[src/rtl/rv32_pkg.sv]
`default_nettype none

package rv32_pkg;

  localparam int REG_ADDR_WIDTH = 5;
  localparam int INSTR_WIDTH = 32;

  typedef logic [INSTR_WIDTH-1:0] instr_t;
  typedef logic [REG_ADDR_WIDTH-1:0] reg_addr_t;

  // R-type layout, rd/rs1/rs2 sit at the same spots in every format
  typedef struct packed {
    logic [6:0] funct7;
    reg_addr_t rs2;
    reg_addr_t rs1;
    logic [2:0] funct3;
    reg_addr_t rd;
    logic [6:0] opcode;
  } instr_fields_s;

  localparam logic [6:0] OPC_LUI = 7'b0110111;
  localparam logic [6:0] OPC_AUIPC = 7'b0010111;
  localparam logic [6:0] OPC_JAL = 7'b1101111;
  localparam logic [6:0] OPC_JALR = 7'b1100111;
  localparam logic [6:0] OPC_BRANCH = 7'b1100011;
  localparam logic [6:0] OPC_LOAD = 7'b0000011;
  localparam logic [6:0] OPC_STORE = 7'b0100011;
  localparam logic [6:0] OPC_OP_IMM = 7'b0010011;
  localparam logic [6:0] OPC_OP = 7'b0110011;

  localparam logic [6:0] FUNCT7_MULDIV = 7'b0000001; // M extension within OPC_OP

  function automatic logic [6:0] get_opcode(instr_t instr);
    instr_fields_s f;
    f = instr;
    return f.opcode;
  endfunction

  function automatic logic [6:0] get_funct7(instr_t instr);
    instr_fields_s f;
    f = instr;
    return f.funct7;
  endfunction

  function automatic reg_addr_t get_rd(instr_t instr);
    instr_fields_s f;
    f = instr;
    return f.rd;
  endfunction

  function automatic reg_addr_t get_rs1(instr_t instr);
    instr_fields_s f;
    f = instr;
    return f.rs1;
  endfunction

  function automatic reg_addr_t get_rs2(instr_t instr);
    instr_fields_s f;
    f = instr;
    return f.rs2;
  endfunction

  // u-type and jal carry no rs1
  function automatic logic reads_rs1(instr_t instr);
    logic [6:0] opc;
    opc = get_opcode(instr);
    return !(opc == OPC_LUI || opc == OPC_AUIPC || opc == OPC_JAL);
  endfunction

  function automatic logic reads_rs2(instr_t instr);
    logic [6:0] opc;
    opc = get_opcode(instr);
    return (opc == OPC_OP || opc == OPC_BRANCH || opc == OPC_STORE);
  endfunction

endpackage

`default_nettype wire

[src/rtl/profiler_pkg.sv]
`default_nettype none

package profiler_pkg;

  localparam int DATA_WIDTH = 32;
  localparam int COUNTER_WIDTH = 32;
  localparam int DMEM_ADDR_WIDTH = 10; // word address bits of local dmem
  localparam int NUM_EVENTS = 16;
  localparam int EVENT_SEL_WIDTH = 4;

  localparam int EV_CYCLE = 0;
  localparam int EV_INSTR = 1;
  localparam int EV_ALU = 2;
  localparam int EV_MULDIV = 3;
  localparam int EV_LOAD_LOCAL = 4;
  localparam int EV_LOAD_REMOTE = 5;
  localparam int EV_STORE = 6;
  localparam int EV_BRANCH = 7;
  localparam int EV_BRANCH_MISS = 8;
  localparam int EV_JAL = 9;
  localparam int EV_JALR = 10;
  localparam int EV_JALR_MISS = 11;
  localparam int EV_STALL = 12;
  localparam int EV_STALL_DEPEND = 13;
  localparam int EV_STALL_DEPEND_LOCAL = 14;
  localparam int EV_STALL_DEPEND_REMOTE = 15;

  typedef logic [NUM_EVENTS-1:0] event_vec_t;

  typedef struct packed {
    rv32_pkg::instr_t instr;
    logic [DATA_WIDTH-1:0] mem_addr;
    logic branch_miss;
    logic jalr_miss;
  } exe_stage_s;

  typedef struct packed {
    logic v;
    rv32_pkg::reg_addr_t rd;
    logic remote;
  } load_retire_s;

  typedef struct packed {
    logic v;
    rv32_pkg::reg_addr_t rd;
  } wb_clear_s;

  typedef struct packed {
    logic stall;
    logic depend;
  } stall_s;

  // local dmem is mapped at one window above the low page
  function automatic logic is_local_addr(logic [DATA_WIDTH-1:0] addr);
    return addr[DMEM_ADDR_WIDTH+2] & (addr[DATA_WIDTH-1:DMEM_ADDR_WIDTH+3] == '0);
  endfunction

endpackage

`default_nettype wire

[src/rtl/core_profiler.sv]
`default_nettype none

module core_profiler (
  input logic clk_i,
  input logic reset_i,
  input profiler_pkg::exe_stage_s exe_i,
  input profiler_pkg::stall_s stall_i,
  input rv32_pkg::instr_t id_instr_i,
  input profiler_pkg::wb_clear_s wb_clear_i,
  input logic [profiler_pkg::EVENT_SEL_WIDTH-1:0] stat_sel_i,
  output logic [profiler_pkg::COUNTER_WIDTH-1:0] stat_o
);

  import profiler_pkg::*;

  event_vec_t retire_events;
  event_vec_t stall_events;
  event_vec_t events;
  load_retire_s load_retire;

  instr_classifier classifier_i (
    .exe_i(exe_i),
    .pipe_stall_i(stall_i.stall),
    .events_o(retire_events),
    .load_retire_o(load_retire)
  );

  stall_attributor attributor_i (
    .clk_i(clk_i),
    .reset_i(reset_i),
    .stall_i(stall_i),
    .id_instr_i(id_instr_i),
    .load_retire_i(load_retire),
    .wb_clear_i(wb_clear_i),
    .events_o(stall_events)
  );

  assign events = retire_events | stall_events; // disjoint bits

  event_counter_bank counters_i (
    .clk_i(clk_i),
    .reset_i(reset_i),
    .events_i(events),
    .sel_i(stat_sel_i),
    .count_o(stat_o)
  );

endmodule

`default_nettype wire

[src/rtl/event_counter_bank.sv]
`default_nettype none

module event_counter_bank (
  input logic clk_i,
  input logic reset_i,
  input profiler_pkg::event_vec_t events_i,
  input logic [profiler_pkg::EVENT_SEL_WIDTH-1:0] sel_i,
  output logic [profiler_pkg::COUNTER_WIDTH-1:0] count_o
);

  import profiler_pkg::*;

  logic [NUM_EVENTS-1:0][COUNTER_WIDTH-1:0] count_r;

  always_ff @(posedge clk_i) begin
    if (reset_i) begin
      count_r <= '0;
    end
    else begin
      for (int i = 0; i < NUM_EVENTS; i++) begin
        if (events_i[i]) begin
          count_r[i] <= count_r[i] + COUNTER_WIDTH'(1); // wraps
        end
      end
    end
  end

  assign count_o = count_r[sel_i];

endmodule

`default_nettype wire

[src/rtl/instr_classifier.sv]
`default_nettype none

module instr_classifier (
  input profiler_pkg::exe_stage_s exe_i,
  input logic pipe_stall_i,
  output profiler_pkg::event_vec_t events_o,
  output profiler_pkg::load_retire_s load_retire_o
);

  import rv32_pkg::*;
  import profiler_pkg::*;

  logic retire;
  logic [6:0] opcode;
  logic [6:0] funct7;
  logic load_local;

  assign retire = ~pipe_stall_i & (exe_i.instr != '0); // zero word is a bubble
  assign opcode = get_opcode(exe_i.instr);
  assign funct7 = get_funct7(exe_i.instr);
  assign load_local = is_local_addr(exe_i.mem_addr);

  always_comb begin
    events_o = '0;
    load_retire_o = '0;

    if (retire) begin
      events_o[EV_INSTR] = 1'b1;

      case (opcode)
        OPC_OP: begin
          if (funct7 == FUNCT7_MULDIV) begin
            events_o[EV_MULDIV] = 1'b1;
          end
          else begin
            events_o[EV_ALU] = 1'b1;
          end
        end
        OPC_OP_IMM, OPC_LUI, OPC_AUIPC: begin
          events_o[EV_ALU] = 1'b1;
        end
        OPC_BRANCH: begin
          events_o[EV_BRANCH] = 1'b1;
          events_o[EV_BRANCH_MISS] = exe_i.branch_miss;
        end
        OPC_JAL: begin
          events_o[EV_JAL] = 1'b1;
        end
        OPC_JALR: begin
          events_o[EV_JALR] = 1'b1;
          events_o[EV_JALR_MISS] = exe_i.jalr_miss;
        end
        OPC_LOAD: begin
          events_o[EV_LOAD_LOCAL] = load_local;
          events_o[EV_LOAD_REMOTE] = ~load_local;
          // record for the scoreboard
          load_retire_o.v = 1'b1;
          load_retire_o.rd = get_rd(exe_i.instr);
          load_retire_o.remote = ~load_local;
        end
        OPC_STORE: begin
          events_o[EV_STORE] = 1'b1;
        end
        default: begin
          // only counted as an instruction
        end
      endcase
    end
  end

endmodule

`default_nettype wire

[src/rtl/load_scoreboard.sv]
`default_nettype none

module load_scoreboard (
  input logic clk_i,
  input logic reset_i,
  input profiler_pkg::load_retire_s score_i,
  input profiler_pkg::wb_clear_s clear_i,
  input rv32_pkg::reg_addr_t rs1_i,
  input rv32_pkg::reg_addr_t rs2_i,
  output logic [1:0] rs1_pend_o,
  output logic [1:0] rs2_pend_o
);

  import rv32_pkg::*;

  // entry bit 1 remote load, bit 0 local load
  logic [2**REG_ADDR_WIDTH-1:0][1:0] sb_r;

  logic score_en;

  assign score_en = score_i.v & (score_i.rd != '0); // x0 never waits

  always_ff @(posedge clk_i) begin
    if (reset_i) begin
      sb_r <= '0;
    end
    else begin
      if (clear_i.v) begin
        sb_r[clear_i.rd] <= 2'b00;
      end
      // later assignment, so a score beats a clear on the same rd
      if (score_en) begin
        sb_r[score_i.rd] <= {score_i.remote, ~score_i.remote};
      end
    end
  end

  assign rs1_pend_o = sb_r[rs1_i];
  assign rs2_pend_o = sb_r[rs2_i];

endmodule

`default_nettype wire

[src/rtl/stall_attributor.sv]
`default_nettype none

module stall_attributor (
  input logic clk_i,
  input logic reset_i,
  input profiler_pkg::stall_s stall_i,
  input rv32_pkg::instr_t id_instr_i,
  input profiler_pkg::load_retire_s load_retire_i,
  input profiler_pkg::wb_clear_s wb_clear_i,
  output profiler_pkg::event_vec_t events_o
);

  import rv32_pkg::*;
  import profiler_pkg::*;

  logic [1:0] rs1_pend;
  logic [1:0] rs2_pend;
  logic [1:0] rs1_hit;
  logic [1:0] rs2_hit;
  logic depend_stall;

  load_scoreboard sb_i (
    .clk_i(clk_i),
    .reset_i(reset_i),
    .score_i(load_retire_i),
    .clear_i(wb_clear_i),
    .rs1_i(get_rs1(id_instr_i)),
    .rs2_i(get_rs2(id_instr_i)),
    .rs1_pend_o(rs1_pend),
    .rs2_pend_o(rs2_pend)
  );

  // ignore operand fields the decode instr does not use
  assign rs1_hit = reads_rs1(id_instr_i) ? rs1_pend : 2'b00;
  assign rs2_hit = reads_rs2(id_instr_i) ? rs2_pend : 2'b00;

  assign depend_stall = stall_i.depend & ~stall_i.stall; // full stall takes priority

  always_comb begin
    events_o = '0;
    events_o[EV_CYCLE] = 1'b1;
    events_o[EV_STALL] = stall_i.stall;
    events_o[EV_STALL_DEPEND] = depend_stall;
    events_o[EV_STALL_DEPEND_LOCAL] = depend_stall & (rs1_hit[0] | rs2_hit[0]);
    events_o[EV_STALL_DEPEND_REMOTE] = depend_stall & (rs1_hit[1] | rs2_hit[1]);
  end

endmodule

`default_nettype wire

[config.mk]
export PLATFORM = sky130hd
export DESIGN_NAME = core_profiler
export DESIGN_NICKNAME = d
export VERILOG_FILES = /design/src/rtl/rv32_pkg.sv /design/src/rtl/profiler_pkg.sv /design/src/rtl/core_profiler.sv /design/src/rtl/event_counter_bank.sv /design/src/rtl/instr_classifier.sv /design/src/rtl/load_scoreboard.sv /design/src/rtl/stall_attributor.sv
export SDC_FILE = /design/constraint.sdc
export NUM_CORES = 1
export LEC_CHECK = 0
export BUFFER_PORTS_ARGS = -buffer_cell sky130_fd_sc_hd__buf_2
export CORE_ASPECT_RATIO = 1.5
export CORE_MARGIN = 2
export CORE_UTILIZATION = 48
export DETAILED_ROUTE_END_ITERATION = 8
export PLACE_DENSITY = 0.67
export REMOVE_ABC_BUFFERS = 1
export SLEW_MARGIN = 20
export SYNTH_ARGS = -nofsm -noshare
export SYNTH_HDL_FRONTEND = slang
export SYNTH_SLANG_ARGS = --single-unit
[constraint.sdc]
create_clock -name clk_i -period 2.52 [get_ports clk_i]
set_input_delay 0.126 -clock clk_i [delete_from_list [all_inputs] [get_ports clk_i]]
set_output_delay 0.126 -clock clk_i [all_outputs]
set_load 0.01 [all_outputs]
Word level (Yosys, flattened, before mapping) --
Index checks and enable logic that the tools add are counted.
Cells by class: add/subtract/negate cells 16, $lt $le $gt $ge 7, equality and inequality tests 16, muxes and demuxes 28, bitwise gates (word level) 14, reductions and logical operators 10
Operator list (number):
- $add A32 B1 Y32 const B | 16
- $mux W64 | 3
- $bmux W32 S4 | 1
- $and A64 B64 Y64 | 1
- $bwmux W64 | 1
- $not A64 Y64 | 1
- $eq A7 B6 Y1 const B | 6
- $eq A7 B7 Y1 const B | 5
- $mux W32 | 1
- $reduce_bool A32 Y1 | 1
- $lt A5 B6 Y1 const B | 4
- $eq A7 B5 Y1 const B | 3
- $bmux W2 S5 | 2
- $demux W2 S5 | 2
- $logic_not A19 Y1 | 1
- $mux W2 | 9
- $or A12 B16 Y16 | 1
- $mux W7 | 2
- $mux W11 | 1
- $ge A5 B1 Y1 const B | 2
- $eq A7 B1 Y1 const B | 1
- $eq A7 B2 Y1 const B | 1
- $and A1 B1 Y1 | 6
- $lt A4 B5 Y1 const B | 1
- other kinds (8) | 19
Storage, ports and cells: register bits 576, output and inout bits 32, logic and storage cells 139

Longest topological paths before layout --
Gate-level depths: netlist of the first run.
depth in word-level cells 11, mapped depth 12, gate-level depth less buffers 8

Modules after synthesis --
Synthesis of the first run repeated with hierarchy kept, for this count alone.
Second synthesis, totals: cell total of the unflattened synthesis 3394, area, all modules 30938.4 µm²
By module, submodules not included:
- event_counter_bank | instances 1, cells an instance 2818, area an instance 26399.1 µm², sequential area each 10249.8 µm²
- load_scoreboard | instances 1, cells an instance 482, area an instance 3870.0 µm², sequential area each 1281.2 µm²
- instr_classifier | instances 1, cells an instance 53, area an instance 370.4 µm², sequential area each 0.0 µm²
- stall_attributor | instances 1, cells an instance 25, area an instance 198.9 µm², sequential area each 0.0 µm²
- core_profiler | instances 1, cells an instance 16, area an instance 100.1 µm², sequential area each 0.0 µm²

Worst setup path before layout of the first run --
No wires, ideal clock.
kind register to register, start register attributor_i.sb_i.sb_r[62] in the netlist's numbering, end register counters_i.count_r[470] in the netlist's numbering, library setup time 0.121 ns, data arrival time 2.299 ns, path slack 0.100 ns, cell stages (with the launch flop) 10, buffers on the path 2, clock period less this slack 2.420 ns, path through dfxtp_1 mux4_2 mux4_2 or2_1 and4_1 buf_6 nor2_4 buf_6 nor3_1 mux2_4
On the way: cells in the longest elaborated chain, start to end 6, elaborated cells between the ends (all ways) 9, classes of those cells mux: 6; bitwise: 3
RTL lines:
- start, declared | RTL line load_scoreboard.sv:17 | logic [2**REG_ADDR_WIDTH-1:0][1:0] sb_r;
- start signal, assigned by index | RTL line load_scoreboard.sv:33 | sb_r[score_i.rd] <= {score_i.remote, ~score_i.remote};
- $bmux W2 S5 (on tied branches) | RTL line load_scoreboard.sv:38, load_scoreboard.sv:39
- $mux W2 (on tied branches) | RTL line load_scoreboard.sv:38, load_scoreboard.sv:39
- $mux W2 (on tied branches) | RTL line stall_attributor.sv:34, stall_attributor.sv:35
- $or A1 B1 Y1 (*) | RTL line stall_attributor.sv:44 | events_o[EV_STALL_DEPEND_LOCAL] = depend_stall & (rs1_hit[0] | rs2_hit[0]);
- $and A1 B1 Y1 (*) | RTL line stall_attributor.sv:44
- $or A12 B16 Y16 (*) | RTL line core_profiler.sv:38 | assign events = retire_events | stall_events;
- end signal, assigned by index | RTL line event_counter_bank.sv:22 | count_r[i] <= count_r[i] + COUNTER_WIDTH'(1);
- end, declared | RTL line event_counter_bank.sv:13 | logic [NUM_EVENTS-1:0][COUNTER_WIDTH-1:0] count_r;
Mark *: on every way between the ends. The rest lies on a longest branch, timed or not. The select of a mux whose other input is x is not followed. A chain may end at the register's enable or synchronous reset.

Worst setup path after layout of the first run --
start register attributor_i.sb_i.sb_r[22] in the netlist's numbering, end register counters_i.count_r[470] in the netlist's numbering
Same word-level chain as after synthesis.

==> run_results.csv, run 1 <==
group,metric,value,unit
run_status,status,"finished, final reports clean",
setup_path,reg2reg_to,"counters_i.count_r[470]",
setup_path,arrival,3.03,ns
setup_path,cp.buffers_inverters,1,
pwr,cellLeakagePower,12.4,nW
synthesis,yosys.cell_types.count,70,
setup_path,worst_r2r_start,"attributor_i.sb_i.sb_r[22]",
hold_path,min_delay_path_depth,4,
run,maxCapViolations,0,
final_layout,finalNonFillerCells,4393,
route,viasPerCell,5.88,
final_layout,final_nets,3676,
sta,timing_hold_violations_final,0,
floorplan,std_cell_rows,112,
placed_design,pre_cts_ws,-0.211,ns
synthesis,synth-edff-count,0,
route,drc,0,
final_layout,layout.filler_cells,5508,
route,drt_iter0_markers,1922,
final_layout,area_delta_synth_final,16.7,%
synthesis,synth.avg_cell_area,9.12,um2
hold_path,min_from,"exe_i[43]",
global_routing,antenna_violations_before_repair,1,
global_routing,first_pass_grt_wire_length,139000,um
clock_tree,clk_root_buffer_cell,"sky130_fd_sc_hd__clkbuf_16",
pwr,power-per-cell-area,543,nW/um2
sta,worst_skew,0.0231,ns
setup_path,critical-path-max-stage-delay,0.52,ns
setup_path,worst_setup_path_end_kind,"register",
placed_design,placed_cells,4273,
global_routing,gr-usage-all-layers,27.0,%
sta,slew_violations,0,
pwr,vdd_ir_drop_max,0.592,mV
sta,fmax,398,MHz
sta,period_needed,2.51,ns
clock_tree,clock_insertion_delay_at_the_later_pin_of_the_skew_report,0.63,ns
sta,worst_hold_slack,0.0351,ns
setup_path,most_common_cell_on_crit_path,"sky130_fd_sc_hd__mux4_2",
floorplan,die_h,312,um
synthesis,total_of_flip_flops_plus_latches_after_synthesis,576,
global_routing,grt_max_degree,110,
floorplan,die_w,209,um
floorplan,die_area,65300,um2
sta,setup_violations,0,
sta,timing.slew.headroom,33.1,%
placed_design,dpl_cell_area,33000,um2
final_layout,finish.instance_area,35400,um2
synthesis,post_synth_instance_area,30400,um2
hold_path,terminating_pin_of_the_worst_hold_path,"attributor_i.sb_i.sb_r[14]",
route,antenna_violating_nets_post_route,0,
clock_tree,cts_max_path_buffers,3,
sta,post-route-period-util,99.7,%
synthesis,ys_seq_area_share,38.0,%
route,avgRoutedWirePerCell,20.2,um
floorplan,floorplan.initialDensity,48.7,%
setup_path,worst-r2r-cell-count,8,
sta,final.setup.tns,0,ns
route,drt-total-wl,88800,um
floorplan,io_pins,144,
synthesis,yosys_warnings,0,
setup_path,startpoint_type,"register",
final_layout,layout.core_utilization,56.8,%
route,drt_pass1_iterations,5,
hold_path,hold_path.class,"in2reg",
setup_path,critical_path.max_fanout,7,
placed_design,post-dp-hpwl,67300,um
sta,final.setup.worst_slack,0.00736,ns
clock_tree,cts_buffers,58,
synthesis,async_flop_share,0,%
final_layout,final_layout_size_suffix_gt1_share,18.9,%
clock_tree,tritoncts_num_sinks,576,
route,dr_total_vias,25846,
final_layout,n_antenna_cell,0,
clock_tree,depth_of_the_cts_h_tree,2,
setup_path,slowest_stage,"sky130_fd_sc_hd__mux4_2",
pwr,power.total,19.2,mW
setup_path,worst_path_dominant_cell_family,"multiplexers",
setup_path,worstPathRequired,3.03,ns
synthesis,synth_top_flop_cell,"sky130_fd_sc_hd__dfxtp_1",
setup_path,r2r_slack,0.007,ns
synthesis,synthCells,3330,
floorplan,core_region_area,62400,um2
clock_tree,cts_tree,"done",
setup_path,cp_cell_sequence,"mux4_2 -> mux4_2 -> or2_1 -> and3_4 -> nor2_4 -> buf_12 -> nor3_1 -> mux2_4",
sta,tightestPinTransition,1.00,ns
setup_path,criticalPathCategory,"reg2reg",
placed_design,portBuffers,116,
placed_design,routabilityCongestion,0.948,
clock_tree,clkSlewWorstSetupHoldPaths,0.06,ns
global_routing,remaining_global_route_overflow,0,
global_routing,first_global_vias,25122,
sta,rsz0062_at_grt,"yes",
where the power goes:
group / switching [mW] / total [mW] / internal, mW
Clock: 3.81 / 9.26 / 5.45
Sequential: 0.0231 / 9.14 / 9.12
Combinational: 0.521 / 0.847 / 0.326
Total: 4.36 / 19.2 / 14.9
placed cells by master, fill, tap and decap left out, types with 91 or more instances in the layout:
cell type / n
sky130_fd_sc_hd__dfxtp_1: 571
sky130_fd_sc_hd__nor2_1: 522
sky130_fd_sc_hd__nand2_1: 296
sky130_fd_sc_hd__xor2_1: 223
sky130_fd_sc_hd__nand3_1: 220
sky130_fd_sc_hd__mux4_2: 194
sky130_fd_sc_hd__buf_4: 179
sky130_fd_sc_hd__xnor2_1: 168
sky130_fd_sc_hd__a21oi_1: 141
sky130_fd_sc_hd__buf_2: 110
sky130_fd_sc_hd__nand4_1: 107
sky130_fd_sc_hd__and3_1: 91
cells in the mapped netlist (15+ instances only):
master	count	share of area (%)
sky130_fd_sc_hd__nor2b_1	20	0.41
sky130_fd_sc_hd__nor3_1	59	0.97
sky130_fd_sc_hd__mux2i_1	21	0.69
sky130_fd_sc_hd__o21ai_0	68	1.1
sky130_fd_sc_hd__and3_1	92	1.9
sky130_fd_sc_hd__or4_1	16	0.40
sky130_fd_sc_hd__dfxtp_1	576	38
sky130_fd_sc_hd__clkbuf_1	125	1.5
sky130_fd_sc_hd__nand4_1	107	2.2
sky130_fd_sc_hd__nor2_1	523	6.5
sky130_fd_sc_hd__nand2_1	296	3.7
sky130_fd_sc_hd__and4_1	46	1.3
sky130_fd_sc_hd__o211ai_1	17	0.42
sky130_fd_sc_hd__xor2_1	223	6.4
sky130_fd_sc_hd__mux4_2	194	14
sky130_fd_sc_hd__xnor2_1	168	4.8
sky130_fd_sc_hd__inv_1	55	0.68
sky130_fd_sc_hd__ha_1	16	0.66
sky130_fd_sc_hd__a21oi_1	146	2.4
sky130_fd_sc_hd__or3_1	85	1.8
sky130_fd_sc_hd__a211oi_1	15	0.37
sky130_fd_sc_hd__buf_1	24	0.30
sky130_fd_sc_hd__nand3_1	220	3.6
sky130_fd_sc_hd__and2_1	34	0.70
sky130_fd_sc_hd__nor4_1	30	0.62
sequential cells by signal, summed over array words and instances, names as in the netlist:
signal and count:
attributor_i.sb_i.sb_r 64, counters_i.count_r 512
worst reg2reg max path, delay by kind of cell (launching register included):
kind                   cells  cell delay, ns
multiplexers               3            1.29
AND/OR/NAND/NOR            4            0.67
flip-flops                 1            0.31
buffers and inverters      1            0.14
how the worst max path moves through the flow:
| stage | cells past startpoint | endpoint | start |
|---|---|---|---|
| final | 8 | counters_i.count_r[470] | attributor_i.sb_i.sb_r[22] |
| after global routing | 8 | counters_i.count_r[470] | attributor_i.sb_i.sb_r[30] |
| after CTS | 4 | stat_o[5] | counters_i.count_r[485] |
| after detailed placement | 9 | counters_i.count_r[472] | id_instr_i[15] |
| after global placement | 8 | counters_i.count_r[470] | id_instr_i[15] |
| after floorplan | 7 | counters_i.count_r[184] | exe_i[37] |
routing by layer:
layer | track usage [%] | vias up | wire length (um)
li1 | - | 12341 | -
met1 | 31.9 | 12505 | 34400
met2 | 47.2 | 783 | 44100
met3 | 3.26 | 217 | 4740
met4 | 15.5 | 0 | 5550
met5 | 0 | - | 0
logic make-up (layout without fill, tap and decap cells):
| group | Yosys count | after routing | share of synthesized area, % |
|---|---|---|---|
| AOI/OAI and AO/OA | 321 | 321 | 6.26 |
| xor gates and xnor gates | 391 | 391 | 11.3 |
| adders and majority gates | 16 | 16 | 0.659 |
| buffers and inverters | 228 | 493 | 3.06 |
| DFF | 576 | 576 | 38.0 |
| muxes | 225 | 225 | 15.5 |
| and+or+nand+nor | 1573 | 1573 | 25.3 |
area by class of cell:
type	instances	area, um2	area share, %
well taps	798	998	2.82
clock inverters	23	318	0.897
repair buffers	331	2600	7.34
inverters	55	206	0.583
multi-input cells	2526	18000	50.9
flip-flops and latches	576	11500	32.6
clock buffers	84	1720	4.86
repair_timing:
action,CTS,global route
endpoints found under the hold margin,42,0
hold buffers,8,0
pin swaps,1,15
gates resized for setup,9,35
gates cloned,0,2
setup endpoints to repair,20,44
setup buffers,0,6
Note: power is estimated with default switching activity, not from simulation.
==> inputs of run 2 (changes only) <==
--- a/config.mk
+++ b/config.mk
@@ -6,7 +6,7 @@
 export NUM_CORES = 1
 export LEC_CHECK = 0
 export BUFFER_PORTS_ARGS = -buffer_cell sky130_fd_sc_hd__buf_2
-export CORE_ASPECT_RATIO = 1.5
+export CORE_ASPECT_RATIO = 0.75
 export CORE_MARGIN = 2
 export CORE_UTILIZATION = 48
 export DETAILED_ROUTE_END_ITERATION = 8
==> run 2 against run 1 <==
Net effect:
- the flow now finishes with violations (setup timing)
- power shrank 0.83%
- register-to-register slack lost 0.03 ns
- wire length is 3.3% lower
- combinational power is 2% lower
- cell count is 0.39% lower
- clock skew is 0.0054 ns lower
- global-route usage down 1.0 points
==> run_results.csv, run 2 (same netlist as run 1, synthesis figures left out) <==
group,metric,value,unit
setup_path,startpoint_type,"register",
sta,setup_violations,3,
pwr,p_switching,4.34,mW
placed_design,pre_cts_ws,-0.244,ns
floorplan,floorplan.initialDensity,48.8,%
clock_tree,cts_max_path_buffers,3,
global_routing,antenna_violations_before_repair,8,
sta,timing_hold_violations_final,0,
floorplan,die_h,222,um
pwr,portion_of_total_power_attributed_to_combinational_logic,4.4,%
route,drt-total-wl,85900,um
pwr,vdd_ir_drop_max,0.514,mV
setup_path,critical_path.max_fanout,7,
global_routing,first_pass_grt_wire_length,135000,um
placed_design,routabilityCongestion,0.945,
route,antenna_violating_nets_post_route,0,
hold_path,hold_path.class,"in2reg",
final_layout,commonest_non_fill_non_tap_cell_in_the_layout,"sky130_fd_sc_hd__dfxtp_1",
final_layout,largest_reg_flops,512,
route,drc,0,
setup_path,worstPathRequired,3.03,ns
final_layout,finalNonFillerCells,4376,
final_layout,final_layout_size_suffix_gt1_share,18.5,%
setup_path,arrival,3.06,ns
pwr,power_report.internal_total,14.7,mW
route,drt_iter0_markers,2454,
sta,tightestPinTransition,1.14,ns
final_layout,register_bank_with_the_most_flops,"counters_i.count_r",
route,drt_pass1_iterations,5,
pwr,cellLeakagePower,12.2,nW
clock_tree,clock_insertion_delay_at_the_later_pin_of_the_skew_report,0.63,ns
final_layout,layout.core_utilization,56.5,%
clock_tree,cts_tree,"done",
clock_tree,clk_root_buffer_cell,"sky130_fd_sc_hd__clkbuf_16",
floorplan,io_pins,144,
final_layout,final_nets,3648,
final_layout,n_antenna_cell,0,
sta,timing.slew.headroom,23.7,%
pwr,power-per-cell-area,542,nW/um2
setup_path,criticalPathCategory,"reg2reg",
sta,post-route-period-util,101,%
placed_design,placed_cells,4257,
sta,final.setup.worst_slack,-0.0263,ns
clock_tree,depth_of_the_cts_h_tree,2,
sta,worst_skew,0.0178,ns
sta,rsz0062_at_grt,"yes",
floorplan,std_cell_rows,79,
run,maxCapViolations,0,
placed_design,portBuffers,116,
pwr,clockPowerShare,47.7,%
final_layout,area_delta_synth_final,16.0,%
run_status,violations,"setup timing",
setup_path,critical-path-max-stage-delay,0.52,ns
route,avgRoutedWirePerCell,19.6,um
global_routing,gr-usage-all-layers,26.0,%
global_routing,first_global_vias,23655,
final_layout,top_library_cells_by_usage_in_the_layout_fill_and_taps_aside,"sky130_fd_sc_hd__dfxtp_1, sky130_fd_sc_hd__nor2_1, sky130_fd_sc_hd__nand2_1",
floorplan,die_w,294,um
sta,period_needed,2.55,ns
sta,worst_hold_slack,0.00930,ns
global_routing,grt_max_degree,195,
clock_tree,tritoncts_num_sinks,576,
floorplan,die_area,65300,um2
setup_path,slowest_stage,"sky130_fd_sc_hd__mux4_2",
global_routing,remaining_global_route_overflow,0,
pwr,power_switching_share,22.7,%
route,viasPerCell,5.86,
sta,fmax,393,MHz
floorplan,core_region_area,62300,um2
placed_design,dpl_cell_area,32800,um2
setup_path,cp_cell_sequence,"mux4_2 -> mux4_2 -> or2_4 -> and3_4 -> nor2_4 -> buf_12 -> nor3_4 -> mux2_4",
clock_tree,clkSlewWorstSetupHoldPaths,0.07,ns
placed_design,post-dp-hpwl,62900,um
route,dr_total_vias,25650,
run_status,status,"complete, but fails checks",
setup_path,most_common_cell_on_crit_path,"sky130_fd_sc_hd__mux4_2",
sta,slew_violations,0,
setup_path,worst_setup_path_end_kind,"register",
pwr,seqPwrFrac,47.9,%
final_layout,reg.largest.list,"counters_i.count_r (512), attributor_i.sb_i.sb_r (64)",
clock_tree,cts_buffers,56,
final_layout,finish.instance_area,35200,um2
run 2: cell count changes in the layout (fill, tap and decap cells not counted), sizes merged:
cell,before,now
buf,321,295
clkbuf,86,81
inv,55,57
bufinv,7,8
clkinvlp,2,1
run 2: power groups by stage:
stage | sequential, mW | combinational, mW | clock (mW)
finish | 9.14 | 0.832 | 9.11
global route | 9.14 | 0.893 | 9.61
CTS | 9.14 | 0.825 | 9.23
global placement | 9.34 | 0.810 | 0
detailed placement | 9.35 | 0.816 | 0
floorplan | 9.34 | 0.252 | 0
run 2: worst paths after layout:
kind	slack [ns]	endpoint	startpoint	depth (start not counted)
max	-0.03	counters_i.count_r[470]	attributor_i.sb_i.sb_r[2]	8
min	0.009	counters_i.count_r[328]	reset_i	3
max reg2reg	-0.03	counters_i.count_r[470]	attributor_i.sb_i.sb_r[2]	8
min reg2reg	0.48	counters_i.count_r[0]	counters_i.count_r[0]	1
run 2: area by class of cell:
| cell class | count | area [um2] |
|---|---|---|
| Tap cell | 810 | 1010 |
| Multi-Input combinational cell | 2526 | 18100 |
| Inverter | 55 | 206 |
| Sequential cell | 576 | 11500 |
| Timing Repair Buffer | 305 | 2390 |
| Clock buffer | 79 | 1630 |
| Fill cell | 5480 | 27100 |
| Clock inverter | 25 | 335 |
run 2: per-layer routing:
metal	up-vias	share of wire [%]	wire, um	GRT usage [%]
met3	112	7.9	6780	3.89
met4	0	2.0	1700	5.92
met5	-	0	0	0
met1	12378	48	40900	40.5
met2	868	42	36400	37.5
li1	12292	-	-	-
run 2: what timing repair did:
action                     CTS  global route
buffers inserted             0             4
pin swaps                    0            17
hold buffers                 8             0
setup endpoints to repair   22            37
cloned                       1             2
hold endpoints to repair     9             0
gates resized for setup     11            52
run 2: per-stage QoR:
stage	power, mW	TNS (ns)
after floorplan	9.59	-16.50
after global placement	10.2	-3.29
after detailed placement	10.2	-3.84
after CTS	19.2	0
after global routing	19.6	-0.852
final	19.1	-0.0599
run 2: worst max-delay path, delay by kind of cell, from the launching register on:
kind | cells | cell delay [ns]
mux | 3 | 1.28
flops | 1 | 0.34
buf+inv | 1 | 0.15
simple gates | 4 | 0.66
==> inputs of run 3 (changes only) <==
--- a/config.mk
+++ b/config.mk
@@ -5,12 +5,12 @@
 export SDC_FILE = /design/constraint.sdc
 export NUM_CORES = 1
 export LEC_CHECK = 0
-export BUFFER_PORTS_ARGS = -buffer_cell sky130_fd_sc_hd__buf_2
 export CORE_ASPECT_RATIO = 0.75
 export CORE_MARGIN = 2
 export CORE_UTILIZATION = 48
 export DETAILED_ROUTE_END_ITERATION = 8
-export PLACE_DENSITY = 0.67
+export DONT_BUFFER_PORTS = 1
+export PLACE_DENSITY = 0.65
 export REMOVE_ABC_BUFFERS = 1
 export SLEW_MARGIN = 20
 export SYNTH_ARGS = -nofsm -noshare
==> run 3 against run 2 <==
Net effect:
- the flow finishes with violations (hold timing, setup timing)
- power grew 0.35%
- first-iteration DRC count grew 13%
- critical path type unchanged
- sequential share of layout area shrank 2.6 points
- sequential power is essentially flat
- cell count grew 5.8%
- die area is the same
- combinational power shrank 40%
- utilization grew 5.2 points
- non-clock buffer count grew 249
- clock-buffer cell count is the same
==> run_results.csv, run 3 (same netlist as run 1, synthesis figures left out) <==
group,metric,value,unit
global_routing,antenna_violations_before_repair,3,
setup_path,critical_path.max_fanout,7,
setup_path,slowest_stage,"sky130_fd_sc_hd__mux4_2",
clock_tree,clk_root_buffer_cell,"sky130_fd_sc_hd__clkbuf_16",
route,routedLengthMet1,41300,um
hold_path,min_from,"reset_i",
sta,fmax,390,MHz
setup_path,critical-path-max-stage-delay,0.53,ns
route,avgRoutedWirePerCell,20.3,um
setup_path,startpoint_type,"register",
clock_tree,clkSlewWorstSetupHoldPaths,0.07,ns
sta,post-route-period-util,102,%
floorplan,die_area,65300,um2
final_layout,reg.largest.list,"counters_i.count_r (512), attributor_i.sb_i.sb_r (64)",
global_routing,first_pass_grt_wire_length,146000,um
final_layout,final_layout_size_suffix_gt1_share,15.2,%
route,drt-total-wl,94200,um
pwr,portion_of_total_power_attributed_to_combinational_logic,2.6,%
run,maxCapViolations,0,
sta,timing.slew.headroom,28.3,%
sta,setup_violations,7,
setup_path,worstPathRequired,3.07,ns
route,viasPerCell,5.98,
sta,slew_violations,0,
setup_path,cp_cell_sequence,"mux4_2 -> mux4_2 -> or2_1 -> and3_4 -> nor2_4 -> buf_4 -> buf_4 -> o31ai_1 -> a21oi_1",
run_status,violations,"hold timing, setup timing",
pwr,seqPwrFrac,47.7,%
setup_path,worst_path_dominant_cell_family,"multiplexers",
clock_tree,cts_max_path_buffers,3,
sta,final.setup.worst_slack,-0.0411,ns
pwr,cellLeakagePower,14.3,nW
clock_tree,cts_tree,"done",
setup_path,arrival,3.11,ns
global_routing,first_global_vias,26844,
sta,timing_hold_violations_final,60,
setup_path,cp.buffers_inverters,2,
floorplan,core_region_area,62300,um2
pwr,vdd_ir_drop_max,0.452,mV
pwr,p_switching,4.17,mW
route,drc,0,
placed_design,routabilityCongestion,0.923,
final_layout,largest_reg_flops,512,
clock_tree,cts_buffers,58,
floorplan,std_cell_rows,79,
placed_design,post-dp-hpwl,63400,um
run_status,status,"complete, but fails checks",
setup_path,criticalPathCategory,"reg2reg",
final_layout,layout.core_utilization,61.7,%
route,met2_wirelength,42700,um
setup_path,r2r_slack,-0.04,ns
final_layout,area_delta_synth_final,26.6,%
hold_path,terminating_pin_of_the_worst_hold_path,"counters_i.count_r[450]",
global_routing,remaining_global_route_overflow,0,
route,drt_iter0_markers,2782,
hold_path,min_delay_path_depth,1,
final_layout,register_bank_with_the_most_flops,"counters_i.count_r",
setup_path,worst-r2r-cell-count,9,
hold_path,hold_path.class,"in2reg",
route,dr_total_vias,27684,
pwr,power-per-cell-area,498,nW/um2
final_layout,top_library_cells_by_usage_in_the_layout_fill_and_taps_aside,"sky130_fd_sc_hd__dfxtp_1, sky130_fd_sc_hd__nor2_1, sky130_fd_sc_hd__dlygate4sd3_1",
route,dr.max_layer_used,"met4",
clock_tree,tritoncts_num_sinks,576,
global_routing,gr-usage-all-layers,28.1,%
setup_path,worstSetupPathDepth,9,
sta,tightestPinTransition,1.08,ns
route,route.met3.wl,7370,um
sta,period_needed,2.56,ns
setup_path,worst_r2r_start,"attributor_i.sb_i.sb_r[14]",
pwr,power_report.internal_total,15.0,mW
floorplan,die_h,222,um
pwr,power.total,19.2,mW
clock_tree,depth_of_the_cts_h_tree,2,
route,drt_pass1_iterations,6,
sta,worst_hold_slack,-0.351,ns
sta,worst_skew,0.0252,ns
pwr,power_switching_share,21.7,%
sta,rsz0062_at_grt,"yes",
final_layout,commonest_non_fill_non_tap_cell_in_the_layout,"sky130_fd_sc_hd__dfxtp_1",
clock_tree,clock_insertion_delay_at_the_later_pin_of_the_skew_report,0.64,ns
setup_path,worst_setup_path_end_kind,"register",
sta,final.setup.tns,-0.164,ns
placed_design,portBuffers,0,
route,antenna_violating_nets_post_route,0,
floorplan,floorplan.initialDensity,48.8,%
setup_path,reg2reg_to,"counters_i.count_r[479]",
floorplan,io_pins,144,
floorplan,die_w,294,um
final_layout,final_nets,3899,
pwr,clockPowerShare,49.7,%
global_routing,grt_max_degree,582,
## run 3: what timing repair did
item                                   4_1_cts  5_1_grt
gates cloned                                 0        1
setup buffers                                0       13
resized for setup                            8      134
setup endpoints to repair                   28      144
pin swaps                                    0        9
hold buffers                               424        1
endpoints found under the hold margin      571       61
## run 3: how the worst max path moves through the flow
stage                               startpoint                       to  slack (ns)
finish              attributor_i.sb_i.sb_r[14]  counters_i.count_r[479]       -0.04
CTS                 attributor_i.sb_i.sb_r[22]  counters_i.count_r[472]       0.006
detailed placement  attributor_i.sb_i.sb_r[14]  counters_i.count_r[472]       -0.13
global route        attributor_i.sb_i.sb_r[20]  counters_i.count_r[474]       -0.08
floorplan                            exe_i[37]  counters_i.count_r[184]       -0.84
global placement    attributor_i.sb_i.sb_r[14]  counters_i.count_r[466]       -0.06
## run 3: metrics by stage
step	area, um2	instances	setup WS [ns]
after global routing	38500	4630	-0.0762
after detailed placement	31600	4080	-0.128
after floorplan	29600	3157	-0.844
after global placement	31600	4080	-0.0570
after CTS	37900	4611	0.00573
final	38500	4630	-0.0411
## run 3: routing by layer
metal  global-route usage, %  vias up
li1                        -    12780
met1                    40.1    13600
met2                    44.3     1125
met3                    3.72      179
met4                    8.57        0
met5                       0        -
## run 3: area by class of cell
type / instances / area (um2)
clock buffer: 79 / 1700
clock inverter: 28 / 390
sequential: 576 / 11600
multi-input combinational: 2526 / 18200
timing repair buffer: 554 / 5330
inverter: 55 / 206
fill: 4964 / 23800
tap: 810 / 1010
antenna: 2 / 5.00
## run 3: power by group through the flow
stage	Combinational, mW	Clock (mW)	Sequential, mW
CTS	0.361	9.60	9.14
global placement	0.311	0	9.34
global route	0.527	9.98	9.14
finish	0.501	9.51	9.14
floorplan	0.252	0	9.34
detailed placement	0.316	0	9.35
